## config.mk

```make
export PLATFORM = sky130hd
export DESIGN_NAME = median_filter
export DESIGN_NICKNAME = d
export VERILOG_FILES = /design/src/median_pkg.sv /design/src/sort3.sv /design/src/median9.sv /design/src/window_gen.sv /design/src/result_fifo.sv /design/src/median_filter.sv
export VERILOG_INCLUDE_DIRS = /design/src
export SDC_FILE = /design/constraint.sdc
export NUM_CORES = 1
export LEC_CHECK = 0
export ABC_AREA = 0
export BUFFER_PORTS_ARGS = -buffer_cell sky130_fd_sc_hd__buf_2
export CAP_MARGIN = 10
export CORE_UTILIZATION = 64
export DETAILED_ROUTE_END_ITERATION = 6
export PLACE_DENSITY_LB_ADDON = 0.05
export SETUP_SLACK_MARGIN = 0.2
export SLEW_MARGIN = 10
export SYNTH_ARGS = -nofsm -noshare
export SYNTH_HDL_FRONTEND = slang
export SYNTH_SLANG_ARGS = --single-unit
export TNS_END_PERCENT = 50
```

## constraint.sdc

```tcl
create_clock -name clk -period 7.1 [get_ports clk]
set_clock_uncertainty 0.2 [all_clocks]
set_input_delay 0.355 -clock clk [delete_from_list [all_inputs] [get_ports clk]]
set_output_delay 0.355 -clock clk [all_outputs]
set_load 0.01 [all_outputs]
```

## src/median_defines.svh

```systemverilog
/*
  Compile-time sizes for the 3x3 median filter.
  Included by the package and by every module that needs a size or a count.
*/
`ifndef MEDIAN_DEFINES_SVH
`define MEDIAN_DEFINES_SVH

// bits per grey pixel
`define PIX_W       8

// pixels per image line, sets the line buffer length
`define IMG_W       8

// result buffer entries and credits granted by the sink after reset
`define FIFO_DEPTH  8
`define OUT_CREDITS 4

`endif

```

## src/median_pkg.sv

```systemverilog
/*
  Pixel, input beat and 3x3 window types for the median filter.
  Modules pull these in with a wildcard import in their header.
*/
`default_nettype none

`include "median_defines.svh"

package median_pkg;

    // one grey pixel
    typedef logic [`PIX_W-1:0] pix_t;

    // input beat, sof marks the first pixel of a frame
    typedef struct packed {
        pix_t pix;
        logic sof;
    } pix_beat_t;

    // one window row, c0 is the oldest pixel
    typedef struct packed {
        pix_t c2;
        pix_t c1;
        pix_t c0;
    } win_row_t;

    // 3x3 neighbourhood, r0 is the oldest line
    typedef struct packed {
        win_row_t r2;
        win_row_t r1;
        win_row_t r0;
    } window_t;

endpackage

`default_nettype wire

```

## src/sort3.sv

```systemverilog
/*
  Registered three-input sorter.
  Orders a, b and c into lo, md and hi one cycle after the inputs.
*/
`timescale 1ns/1ps
`default_nettype none

module sort3
    import median_pkg::*;
(
    input  wire logic clk,
    input  wire logic rst_n,
    input  wire pix_t a,
    input  wire pix_t b,
    input  wire pix_t c,
    output pix_t      lo,
    output pix_t      md,
    output pix_t      hi
);

    pix_t ab_lo;
    pix_t ab_hi;
    pix_t mid_lo;
    pix_t mid_hi;

    // first compare-swap on a and b
    assign ab_lo = (a > b) ? b : a;
    assign ab_hi = (a > b) ? a : b;

    // larger of the pair against c gives the maximum
    assign mid_hi = (ab_hi > c) ? ab_hi : c;
    assign mid_lo = (ab_hi > c) ? c : ab_hi;

    // last swap splits the minimum from the median
    always_ff @(posedge clk or negedge rst_n) begin
        if (!rst_n) begin
            lo <= '0;
            md <= '0;
            hi <= '0;
        end else begin
            lo <= (ab_lo > mid_lo) ? mid_lo : ab_lo;
            md <= (ab_lo > mid_lo) ? ab_lo : mid_lo;
            hi <= mid_hi;
        end
    end

endmodule

`default_nettype wire

```

## src/median9.sv

```systemverilog
/*
  Pipelined median-of-nine core, one window in per cycle.
  Row sort, then column pick, then a final sort; med_valid follows
  win_valid by three cycles.
*/
`timescale 1ns/1ps
`default_nettype none

module median9
    import median_pkg::*;
(
    input  wire logic    clk,
    input  wire logic    rst_n,
    input  wire logic    win_valid,
    input  wire window_t win,
    output logic         med_valid,
    output pix_t         med
);

    // window viewed as [row][col]
    pix_t [2:0][2:0] win_px;

    // stage 1 results, one set per row
    pix_t [2:0] row_lo;
    pix_t [2:0] row_md;
    pix_t [2:0] row_hi;

    // stage 2 registers
    pix_t max_of_lo;
    pix_t mid_of_md;
    pix_t min_of_hi;

    // valid chain alongside the data stages
    logic [2:0] vld_q;

    function automatic pix_t pmin(input pix_t x, input pix_t y);
        return (x > y) ? y : x;
    endfunction

    function automatic pix_t pmax(input pix_t x, input pix_t y);
        return (x > y) ? x : y;
    endfunction

    // median of three built from min and max
    function automatic pix_t pmid(input pix_t x, input pix_t y, input pix_t z);
        return pmax(pmin(x, y), pmin(pmax(x, y), z));
    endfunction

    assign win_px = win;

    // stage 1 sorts each row
    for (genvar r = 0; r < 3; r++) begin : g_row
        sort3 u_row_sort (
            .clk   (clk),
            .rst_n (rst_n),
            .a     (win_px[r][0]),
            .b     (win_px[r][1]),
            .c     (win_px[r][2]),
            .lo    (row_lo[r]),
            .md    (row_md[r]),
            .hi    (row_hi[r])
        );
    end

    // stage 2 keeps the three candidates that bracket the median
    always_ff @(posedge clk) begin
        max_of_lo <= pmax(pmax(row_lo[0], row_lo[1]), row_lo[2]);
        mid_of_md <= pmid(row_md[0], row_md[1], row_md[2]);
        min_of_hi <= pmin(pmin(row_hi[0], row_hi[1]), row_hi[2]);
    end

    // stage 3 takes the middle candidate
    sort3 u_final_sort (
        .clk   (clk),
        .rst_n (rst_n),
        .a     (max_of_lo),
        .b     (mid_of_md),
        .c     (min_of_hi),
        .lo    (),
        .md    (med),
        .hi    ()
    );

    always_ff @(posedge clk or negedge rst_n) begin
        if (!rst_n) begin
            vld_q <= '0;
        end else begin
            vld_q <= {vld_q[1:0], win_valid};
        end
    end

    assign med_valid = vld_q[2];

endmodule

`default_nettype wire

```

## src/window_gen.sv

```systemverilog
/*
  3x3 window generator for raster input.
  Two line buffers feed a shifting window; a window is issued one cycle
  after each accepted pixel at row 2 or later and column 2 or later.
*/
`timescale 1ns/1ps
`default_nettype none

`include "median_defines.svh"

module window_gen
    import median_pkg::*;
(
    input  wire logic      clk,
    input  wire logic      rst_n,
    input  wire logic      in_valid,
    input  wire pix_beat_t in_beat,
    input  wire logic      in_ready,
    output logic           win_valid,
    output window_t        win
);

    localparam int COL_W = $clog2(`IMG_W);
    localparam logic [COL_W-1:0] LAST_COL = COL_W'(`IMG_W - 1);

    // lb1 holds the previous line, lb2 the line before it
    pix_t lb1 [`IMG_W];
    pix_t lb2 [`IMG_W];

    logic [COL_W-1:0] col_cnt;
    // row index, capped at 2 since only row >= 2 matters
    logic [1:0]       row_cnt;

    logic [COL_W-1:0] cur_col;
    logic [1:0]       cur_row;
    logic             xfer;
    logic             interior;
    pix_t             up1;
    pix_t             up2;
    window_t          win_q;

    assign xfer = in_valid && in_ready;

    // sof puts this pixel at the top left corner
    assign cur_col = in_beat.sof ? '0 : col_cnt;
    assign cur_row = in_beat.sof ? '0 : row_cnt;

    assign interior = (cur_row == 2'd2) && (cur_col >= COL_W'(2));

    // pixels directly above the current one
    assign up1 = lb1[cur_col];
    assign up2 = lb2[cur_col];

    always_ff @(posedge clk or negedge rst_n) begin
        if (!rst_n) begin
            col_cnt <= '0;
            row_cnt <= '0;
        end else if (xfer) begin
            if (cur_col == LAST_COL) begin
                col_cnt <= '0;
            end else begin
                col_cnt <= cur_col + 1'b1;
            end
            // advance row at end of line, hold once at 2
            if (cur_col == LAST_COL && cur_row != 2'd2) begin
                row_cnt <= cur_row + 2'd1;
            end else begin
                row_cnt <= cur_row;
            end
        end
    end

    always_ff @(posedge clk or negedge rst_n) begin
        if (!rst_n) begin
            win_valid <= 1'b0;
        end else begin
            win_valid <= xfer && interior;
        end
    end

    // line buffers shift down one line per column slot
    always_ff @(posedge clk) begin
        if (xfer) begin
            lb2[cur_col] <= up1;
            lb1[cur_col] <= in_beat.pix;
        end
    end

    // window shifts left, new column enters at c2
    always_ff @(posedge clk) begin
        if (xfer) begin
            win_q.r0 <= '{c2: up2, c1: win_q.r0.c2, c0: win_q.r0.c1};
            win_q.r1 <= '{c2: up1, c1: win_q.r1.c2, c0: win_q.r1.c1};
            win_q.r2 <= '{c2: in_beat.pix, c1: win_q.r2.c2, c0: win_q.r2.c1};
        end
    end

    assign win = win_q;

endmodule

`default_nettype wire

```

## src/result_fifo.sv

```systemverilog
/*
  Output buffer for median results with credit-based send.
  A slot is reserved per issued window so results never overflow;
  each beat sent costs one credit, out_credit returns one.
*/
`timescale 1ns/1ps
`default_nettype none

`include "median_defines.svh"

module result_fifo
    import median_pkg::*;
(
    input  wire logic clk,
    input  wire logic rst_n,
    input  wire logic win_valid,
    input  wire logic med_valid,
    input  wire pix_t med,
    input  wire logic out_credit,
    output logic      in_ready,
    output logic      out_valid,
    output pix_t      out_pix
);

    localparam int PTR_W = $clog2(`FIFO_DEPTH);
    localparam int CNT_W = $clog2(`FIFO_DEPTH + 1);
    localparam int SUM_W = CNT_W + 1;
    localparam int CRD_W = $clog2(`OUT_CREDITS + 1);

    pix_t mem [`FIFO_DEPTH];

    logic [PTR_W-1:0] wr_ptr;
    logic [PTR_W-1:0] rd_ptr;
    // entries holding a result
    logic [CNT_W-1:0] fill_cnt;
    // slots promised to windows, buffered or still in the core
    logic [CNT_W-1:0] resv_cnt;
    logic [CRD_W-1:0] credit_cnt;
    logic [SUM_W-1:0] resv_ahead;
    logic             send;

    function automatic logic [PTR_W-1:0] next_ptr(input logic [PTR_W-1:0] p);
        return (p == PTR_W'(`FIFO_DEPTH - 1)) ? '0 : p + 1'b1;
    endfunction

    assign send = (credit_cnt != '0) && (fill_cnt != '0);

    // count the window issued this cycle, its pixel was accepted last cycle
    assign resv_ahead = SUM_W'(resv_cnt) + SUM_W'(win_valid);
    assign in_ready   = resv_ahead < SUM_W'(`FIFO_DEPTH);

    always_ff @(posedge clk or negedge rst_n) begin
        if (!rst_n) begin
            wr_ptr     <= '0;
            rd_ptr     <= '0;
            fill_cnt   <= '0;
            resv_cnt   <= '0;
            credit_cnt <= CRD_W'(`OUT_CREDITS);
            out_valid  <= 1'b0;
        end else begin
            if (med_valid) begin
                wr_ptr <= next_ptr(wr_ptr);
            end
            if (send) begin
                rd_ptr <= next_ptr(rd_ptr);
            end
            fill_cnt   <= fill_cnt + CNT_W'(med_valid) - CNT_W'(send);
            resv_cnt   <= resv_cnt + CNT_W'(win_valid) - CNT_W'(send);
            // return and spend may land in the same cycle
            credit_cnt <= credit_cnt + CRD_W'(out_credit) - CRD_W'(send);
            out_valid  <= send;
        end
    end

    always_ff @(posedge clk) begin
        if (med_valid) begin
            mem[wr_ptr] <= med;
        end
        if (send) begin
            out_pix <= mem[rd_ptr];
        end
    end

endmodule

`default_nettype wire

```

## src/median_filter.sv

```systemverilog
/*
  Streaming 3x3 median filter top level.
  Pixels in under ready/valid with sof, medians of interior windows out
  under credit flow control.
*/
`timescale 1ns/1ps
`default_nettype none

module median_filter
    import median_pkg::*;
(
    input  wire logic      clk,
    input  wire logic      rst_n,
    input  wire logic      in_valid,
    input  wire pix_beat_t in_beat,
    output logic           in_ready,
    output logic           out_valid,
    output pix_t           out_pix,
    input  wire logic      out_credit
);

    // window path from producer to core
    logic    win_valid;
    window_t win;

    // median path from core to buffer
    logic    med_valid;
    pix_t    med;

    window_gen u_window_gen (
        .clk       (clk),
        .rst_n     (rst_n),
        .in_valid  (in_valid),
        .in_beat   (in_beat),
        .in_ready  (in_ready),
        .win_valid (win_valid),
        .win       (win)
    );

    median9 u_median9 (
        .clk       (clk),
        .rst_n     (rst_n),
        .win_valid (win_valid),
        .win       (win),
        .med_valid (med_valid),
        .med       (med)
    );

    // win_valid also goes here to reserve a slot per window
    result_fifo u_result_fifo (
        .clk        (clk),
        .rst_n      (rst_n),
        .win_valid  (win_valid),
        .med_valid  (med_valid),
        .med        (med),
        .out_credit (out_credit),
        .in_ready   (in_ready),
        .out_valid  (out_valid),
        .out_pix    (out_pix)
    );

endmodule

`default_nettype wire

```

**Yosys cells after proc, flatten, opt, wreduce, memory -nomap -nowiden**

Memory sizes are Yosys's and may differ from the RTL's. A register that Yosys moved wholly into a read port is not among the register bits.
Index checks and enable logic that the tools add are counted.

- Bits in registers: 195
- RAM bits: 192
- Input bits: 13
- Output and inout bits: 10
- Word-level logic and storage cells: 118
- Memories: 3

Memories:

| memory | words | width | read ports | clocked after Yosys merged registers in | write ports | line | text |
|---|---|---|---|---|---|---|---|
| u_result_fifo.mem | 8 | 8 | 1 | 1 | 1 | result_fifo.sv:30 | `` pix_t mem [`FIFO_DEPTH]; `` |
| u_window_gen.lb1 | 8 | 8 | 1 | 0 | 1 | window_gen.sv:27 | `` pix_t lb1 [`IMG_W]; `` |
| u_window_gen.lb2 | 8 | 8 | 1 | 1 | 1 | window_gen.sv:28 | `` pix_t lb2 [`IMG_W]; `` |

- Add/sub/neg operators: 11
- Magnitude comparators: 21
- Eq/ne operators: 5
- Muxes and demuxes: 40
- Reductions and logical operators: 7

Operators by type and width:

| operator | count |
|---|---|
| 8-bit two-way mux | 30 |
| 8-bit greater-than comparator | 19 |
| 3-bit two-way mux | 4 |
| 3-bit by 1-bit adder with 3-bit output (second input constant) | 3 |
| 3-bit == test (second input constant) | 3 |
| 4-bit by 1-bit adder with 4-bit output | 2 |
| 4-bit by 1-bit subtractor with 4-bit output | 2 |
| 4-bit by 1-bit adder with 5-bit output | 1 |
| 1-bit logical AND | 5 |
| 5-bit by 4-bit less-than comparator with 1-bit output (second input constant) | 1 |
| 1-bit two-way mux | 4 |
| 2-bit two-way mux | 2 |
| 4-bit nonzero test | 1 |
| 3-bit by 1-bit adder with 3-bit output | 1 |
| 3-bit by 2-bit >= comparator with 1-bit output (second input constant) | 1 |
| 3-bit nonzero test | 1 |
| 3-bit by 1-bit subtractor with 3-bit output | 1 |
| 2-bit by 1-bit adder with 2-bit output (second input constant) | 1 |
| 2-bit == test (second input constant) | 1 |
| 2-bit inequality test (second input constant) | 1 |

**Depth between registers and ports, before layout**

- Depth in word-level cells: 6
- Mapped depth: 26
- Mapped depth without buffers: 23

**Modules after synthesis**

A second synthesis with hierarchy kept.

- Cell total of the unflattened synthesis: 1726
- Area total of the unflattened synthesis: 22257.6 um^2

By module, submodules not included:

| module | times used | cells an instance | area an instance (um^2) | seq. area each (um^2) |
|---|---|---|---|---|
| sort3 | 4 | 194 | 2016.9 | 600.6 |
| window_gen | 1 | 428 | 7756.2 | 6155.9 |
| result_fifo | 1 | 195 | 3756.1 | 2613.8 |
| median9 | 1 | 327 | 2677.6 | 555.5 |

**Least setup slack after synthesis**

Ideal clock, no wire load.

- Path kind: register to register
- From: register u_window_gen.win_q, in the netlist u_window_gen.win[25]
- To: register u_median9.g_row[1].u_row_sort.md[0]
- Setup time: 0.065 ns
- Arrival: 5.056 ns
- Required time: 6.835 ns
- Slack: 1.779 ns
- Stages on the path, launching flop included: 23
- Buffers on the path: 3
- Clock period less this slack: 5.321 ns
- Cell sequence: edfxtp_1 -> ha_1 -> nor2b_1 -> o211ai_1 -> a21oi_1 -> o31ai_2 -> buf_4 -> mux2_2 -> ha_1 -> and3_1 -> a221o_1 -> a21oi_2 -> a31oi_4 -> clkbuf_1 -> mux2i_1 -> ha_1 -> nor2b_1 -> o211ai_1 -> a21oi_1 -> o22a_1 -> buf_2 -> mux2i_2 -> o221a_2

- Longest elaborated chain between the ends: 6
- Elaborated cells on any way between the ends: 7
- Classes of those cells: order compare (3); mux (4)

Ends and longest elaborated chain:

| item | line | text |
|---|---|---|
| start, declared | window_gen.sv:40 | `window_t win_q;` |
| 8-bit greater-than comparator | sort3.sv:27, sort3.sv:28 |  |
| 8-bit two-way mux | sort3.sv:28 | `assign ab_hi = (a > b) ? a : b;` |
| 8-bit greater-than comparator | sort3.sv:32 | `assign mid_lo = (ab_hi > c) ? c : ab_hi;` |
| 8-bit two-way mux | sort3.sv:32 |  |
| 8-bit greater-than comparator | sort3.sv:42 | `md <= (ab_lo > mid_lo) ? ab_lo : mid_lo;` |
| 8-bit two-way mux * | sort3.sv:42 |  |
| end signal, assigned | sort3.sv:42 |  |
| end, declared | sort3.sv:17 | `output pix_t md,` |

Mark *: on every way between the ends. The rest lies on a longest branch, timed or not.
A chain may end at the register's enable or synchronous reset.

**Worst setup path after layout**

- From: register u_window_gen.win_q, in the netlist u_window_gen.win[59]
- To: register u_median9.g_row[2].u_row_sort.lo[0]

- Longest elaborated chain between the ends: 6
- Elaborated cells on any way between the ends: 7
- Classes of those cells: order compare (3); mux (4)

Ends and longest elaborated chain:

| item | line | text |
|---|---|---|
| 8-bit greater-than comparator | sort3.sv:27, sort3.sv:28 |  |
| 8-bit two-way mux | sort3.sv:28 |  |
| 8-bit greater-than comparator | sort3.sv:32 |  |
| 8-bit two-way mux | sort3.sv:32 |  |
| 8-bit greater-than comparator | sort3.sv:41 | `lo <= (ab_lo > mid_lo) ? mid_lo : ab_lo;` |
| 8-bit two-way mux * | sort3.sv:41 |  |
| end signal, assigned | sort3.sv:41 |  |
| end, declared | sort3.sv:16 | `output pix_t lo,` |

Marks and branches as above.

==> results.cfg <==
[outcome]
status = finished clean

[global_route]
pin_count_of_the_biggest_net_entering_global_routing = 62
via_count_of_the_first_global_routing_pass = 13500
global_route.overflow_total = 0
antenna_found_initial = 0
first_pass_grt_wire_length_um = 70600
track_usage_pct = 28.0

[min_path]
hold_path_startpoint = in_beat[0]
holdPathStages = 4
holdPathEnd = u_window_gen.row_cnt[1]
hold_path.class = in2reg

[placed_design]
gpl.final_weighted_congestion = 0.929
port_buffers = 22
detailed_place_hpwl_um = 31300

[setup_path]
critPathTopFamily = compound AO/OA/AOI/OAI gates
worst_r2r_path_depth = 21
rrSetupSlack_ns = 0.73
worst_setup_path_start_kind = flip-flop
critical-path-max-stage-delay_ns = 0.68
cp_max_fo = 21
slowest_cell_on_the_critical_path = sky130_fd_sc_hd__o31ai_4
critPathKind = reg2reg
cp_cell_sequence = inv_1 -> ha_1 -> a21oi_1 -> a21oi_2 -> o31ai_4 -> buf_4 -> mux2_4 -> ha_1 -> o21ai_0 -> nor2_1 -> o31ai_4 -> buf_4 -> mux2i_1 -> ha_1 -> nor2b_1 -> o211ai_1 -> a21oi_1 -> o22ai_2 -> nor2b_1 -> mux2i_1 -> o221a_1
cp_common_cell = sky130_fd_sc_hd__ha_1
required_time_of_the_critical_path_ns = 7.38
crit_path_end_kind = flip-flop
crit_buf_inv = 3
r2r_start = u_window_gen.win[59]
critical_path_arrival_ns = 6.65
crit-reg2reg-capture = u_median9.g_row[2].u_row_sort.lo[0]

[synth]
sequential_to_total_area_share_from_yosys_stat_pct = 55.4
combined_area_of_all_synthesized_cells_um2 = 20400
synthesis.area_per_instance_um2 = 12.2
post_synthesis_instance_total = 1675
ys_warn_count = 0
postSynthRegisterBits = 403
synthesis.nets = 1864
postSynth.asyncResetShare_pct = 26.6
synthFlopType = sky130_fd_sc_hd__edfxtp_1
synth_cell_types = 61
synth-edff-count = 272

[detailed_routing]
drt-total-wl_um = 44100
drcViolationCount = 0
via_count = 13100
wire_per_inst_um = 20.4
vias_per_cell = 6.10
drtAntennaViolNets = 0
initialDrtViolationCount = 1133
dr.pass1.iters = 6

[clock_network]
cts_root_buf = sky130_fd_sc_hd__clkbuf_16
worst_setup_hold_path_clk_slew_ns = 0.06
deepest_level_of_the_cts_h_tree = 2
max-clock-path-buffers = 3
cts-buffers-inserted = 41
insertion_delay_ns = 0.55
clkSinkCount = 403
tritoncts = yes

[layout]
syn_to_final_growth_pct = 10.3
nets_final = 1910
antenna-diode-count = 0
share_of_final_layout_standard_cells_stronger_than_drive_strength_1_pct = 14.9

[sta]
setup_repair_after_global_routing_missed_its_margin = no
timing.final.setup_violations = 0
max_freq_mhz = 157
report.final.slew_viol_count = 0
tightest_slew_ns = 1.10
period_minus_slack_ns = 6.37
timing.final.hold_violations = 0
maxSlewHeadroom_pct = 26.6
finalCritPeriodShare_pct = 89.7
fin_tns_setup_ns = 0

[floorplanning]
core-area_um2 = 31500
top_level_ports = 23
initial_cell_density_of_the_core_pct = 64.9
dieHeight_um = 181
rows = 65
floorplan.die_area_um2 = 32600
fp.dieW_um = 181

[run]
max_cap_violations = 0
timing repair:
action	4_1_cts	5_1_grt
buffers inserted	0	0
hold buffers	10	0
endpoints found under the hold margin	119	0
resized for setup	0	0
layer usage:
layer  up-vias  part of all wire (%)  global-route usage [%]
li1       6298                     -                       -
met1      6417                    43                    37.3
met2       345                    49                    46.8
met3        86                   4.9                    3.21
met4         0                   3.6                    11.7
met5         -                     0                       0
worst max path at each step:
| stage | startpoint | end | slack, ns | cells after the start |
|---|---|---|---|---|
| detailed placement | u_window_gen.win[51] | u_median9.g_row[2].u_row_sort.lo[0] | 0.77 | 20 |
| global route | u_window_gen.win[59] | u_median9.g_row[2].u_row_sort.lo[0] | 0.25 | 21 |
| global placement | u_window_gen.win[49] | u_median9.g_row[2].u_row_sort.lo[6] | 1.06 | 21 |
| floorplan | u_window_gen.win[25] | u_median9.g_row[1].u_row_sort.md[0] | 1.78 | 22 |
| finish | u_window_gen.win[59] | u_median9.g_row[2].u_row_sort.lo[0] | 0.73 | 21 |
| CTS | u_window_gen.win[59] | u_median9.g_row[2].u_row_sort.lo[1] | 0.76 | 21 |
worst reg2reg max path, stage by stage, from the launching register on:
cell and delay (ns):
sky130_fd_sc_hd__edfxtp_1 0.46, sky130_fd_sc_hd__inv_1 0.10, sky130_fd_sc_hd__ha_1 0.34, sky130_fd_sc_hd__a21oi_1 0.22, sky130_fd_sc_hd__a21oi_2 0.11, sky130_fd_sc_hd__o31ai_4 0.68, sky130_fd_sc_hd__buf_4 0.30, sky130_fd_sc_hd__mux2_4 0.33
sky130_fd_sc_hd__ha_1 0.29, sky130_fd_sc_hd__o21ai_0 0.19, sky130_fd_sc_hd__nor2_1 0.09, sky130_fd_sc_hd__o31ai_4 0.47, sky130_fd_sc_hd__buf_4 0.34, sky130_fd_sc_hd__mux2i_1 0.23, sky130_fd_sc_hd__ha_1 0.26, sky130_fd_sc_hd__nor2b_1 0.13
sky130_fd_sc_hd__o211ai_1 0.16, sky130_fd_sc_hd__a21oi_1 0.10, sky130_fd_sc_hd__o22ai_2 0.31, sky130_fd_sc_hd__nor2b_1 0.13, sky130_fd_sc_hd__mux2i_1 0.54, sky130_fd_sc_hd__o221a_1 0.31
synthesized netlist by cell type (11+ instances only):
master / count / share of area, %
sky130_fd_sc_hd__a21o_1: 11 / 0.40
sky130_fd_sc_hd__ha_1: 173 / 11
sky130_fd_sc_hd__nand4_1: 36 / 1.1
sky130_fd_sc_hd__a21oi_1: 108 / 2.6
sky130_fd_sc_hd__mux2_2: 54 / 3.0
sky130_fd_sc_hd__nand2_1: 184 / 3.4
sky130_fd_sc_hd__o221a_2: 41 / 2.3
sky130_fd_sc_hd__o22ai_1: 16 / 0.49
sky130_fd_sc_hd__o211ai_1: 13 / 0.48
sky130_fd_sc_hd__a222oi_1: 16 / 0.78
sky130_fd_sc_hd__dfrtp_1: 106 / 13
sky130_fd_sc_hd__dfxtp_1: 24 / 2.4
sky130_fd_sc_hd__or3_1: 16 / 0.49
sky130_fd_sc_hd__mux2i_1: 78 / 3.8
sky130_fd_sc_hd__o21ai_0: 97 / 2.4
sky130_fd_sc_hd__nor2_1: 62 / 1.1
sky130_fd_sc_hd__mux4_2: 16 / 1.8
sky130_fd_sc_hd__buf_2: 15 / 0.37
sky130_fd_sc_hd__nor2b_1: 22 / 0.67
sky130_fd_sc_hd__clkbuf_1: 28 / 0.51
sky130_fd_sc_hd__nand3_1: 19 / 0.47
sky130_fd_sc_hd__edfxtp_1: 272 / 40
sky130_fd_sc_hd__inv_1: 148 / 2.7
sky130_fd_sc_hd__nand2b_1: 19 / 0.58
logic make-up (layout without fill, tap and decap cells):
group / count (synthesis) / after routing / share of synthesized area [%]
flops: 403 / 403 / 55.4
simple gates: 382 / 382 / 8.61
compound gates: 350 / 350 / 11.8
buf+inv: 203 / 281 / 3.93
fa+ha+maj: 176 / 176 / 10.9
mux: 154 / 154 / 8.99
xor+xnor: 7 / 7 / 0.300
layout make-up:
class | instances | area [um^2]
clock buffer | 49 | 1080
inverter | 149 | 559
fill | 2121 | 8940
tap | 402 | 503
multi-input combinational | 1069 | 8340
clock inverter | 26 | 324
timing repair buffer | 57 | 400
sequential | 403 | 11300
cell usage in the layout (no fill, tap or decap), types with 9 or more instances in the layout:
master	netlist	final
sky130_fd_sc_hd__buf_2	15	21
sky130_fd_sc_hd__clkinv_1	0	9
sky130_fd_sc_hd__dlygate4sd3_1	0	10
sky130_fd_sc_hd__dfrtp_1	106	106
sky130_fd_sc_hd__nor2_1	62	62
sky130_fd_sc_hd__or3_1	16	16
sky130_fd_sc_hd__mux2_2	54	54
sky130_fd_sc_hd__a21o_1	11	11
sky130_fd_sc_hd__ha_1	173	173
sky130_fd_sc_hd__o211ai_1	13	13
sky130_fd_sc_hd__clkbuf_16	0	42
sky130_fd_sc_hd__nand2_1	184	184
sky130_fd_sc_hd__a21oi_1	108	108
sky130_fd_sc_hd__nor2b_1	22	22
sky130_fd_sc_hd__buf_4	4	26
sky130_fd_sc_hd__mux2i_1	78	78
sky130_fd_sc_hd__edfxtp_1	272	272
sky130_fd_sc_hd__nand4_1	36	36
sky130_fd_sc_hd__inv_1	148	147
sky130_fd_sc_hd__nand2b_1	19	19
sky130_fd_sc_hd__o221a_2	41	41
sky130_fd_sc_hd__dfxtp_1	24	24
sky130_fd_sc_hd__mux4_2	16	16
sky130_fd_sc_hd__o22ai_1	16	16
sky130_fd_sc_hd__o21ai_0	97	97
sky130_fd_sc_hd__nand3_1	19	19
sky130_fd_sc_hd__a222oi_1	16	16
through the flow:
stage / util (%) / std cells / setup slack (ns) / cell area, um^2 / hold slack, ns
after floorplan: - / 1675 / 1.78 / 20400 / -0.141
after global placement: 66.8 / 2070 / 1.06 / 21000 / 0.134
after detailed placement: 66.8 / 2070 / 0.772 / 21000 / 0.136
after CTS: 71.6 / 2155 / 0.762 / 22500 / 0.0418
after global routing: 71.6 / 2155 / 0.254 / 22500 / 0.116
final: 71.6 / 2155 / 0.734 / 22500 / 0.0557
sequential cells by signal, summed over array words and instances, names as in the netlist, 4 cells and up:
name / count
u_window_gen.win: 72
u_result_fifo.out_pix: 8
u_median9.g_row.u_row_sort.hi: 24
u_window_gen.lb1: 64
u_median9.g_row.u_row_sort.lo: 24
u_median9.u_final_sort.md: 8
u_result_fifo.resv_cnt: 4
u_median9.mid_of_md: 8
u_median9.g_row.u_row_sort.md: 24
u_result_fifo.mem: 64
u_median9.min_of_hi: 8
u_result_fifo.fill_cnt: 4
u_window_gen.lb2: 64
u_median9.max_of_lo: 8
Power is left out: the tool's default activity adds up to more than one toggle a clock period on the data nets, which glitch-free logic cannot reach.
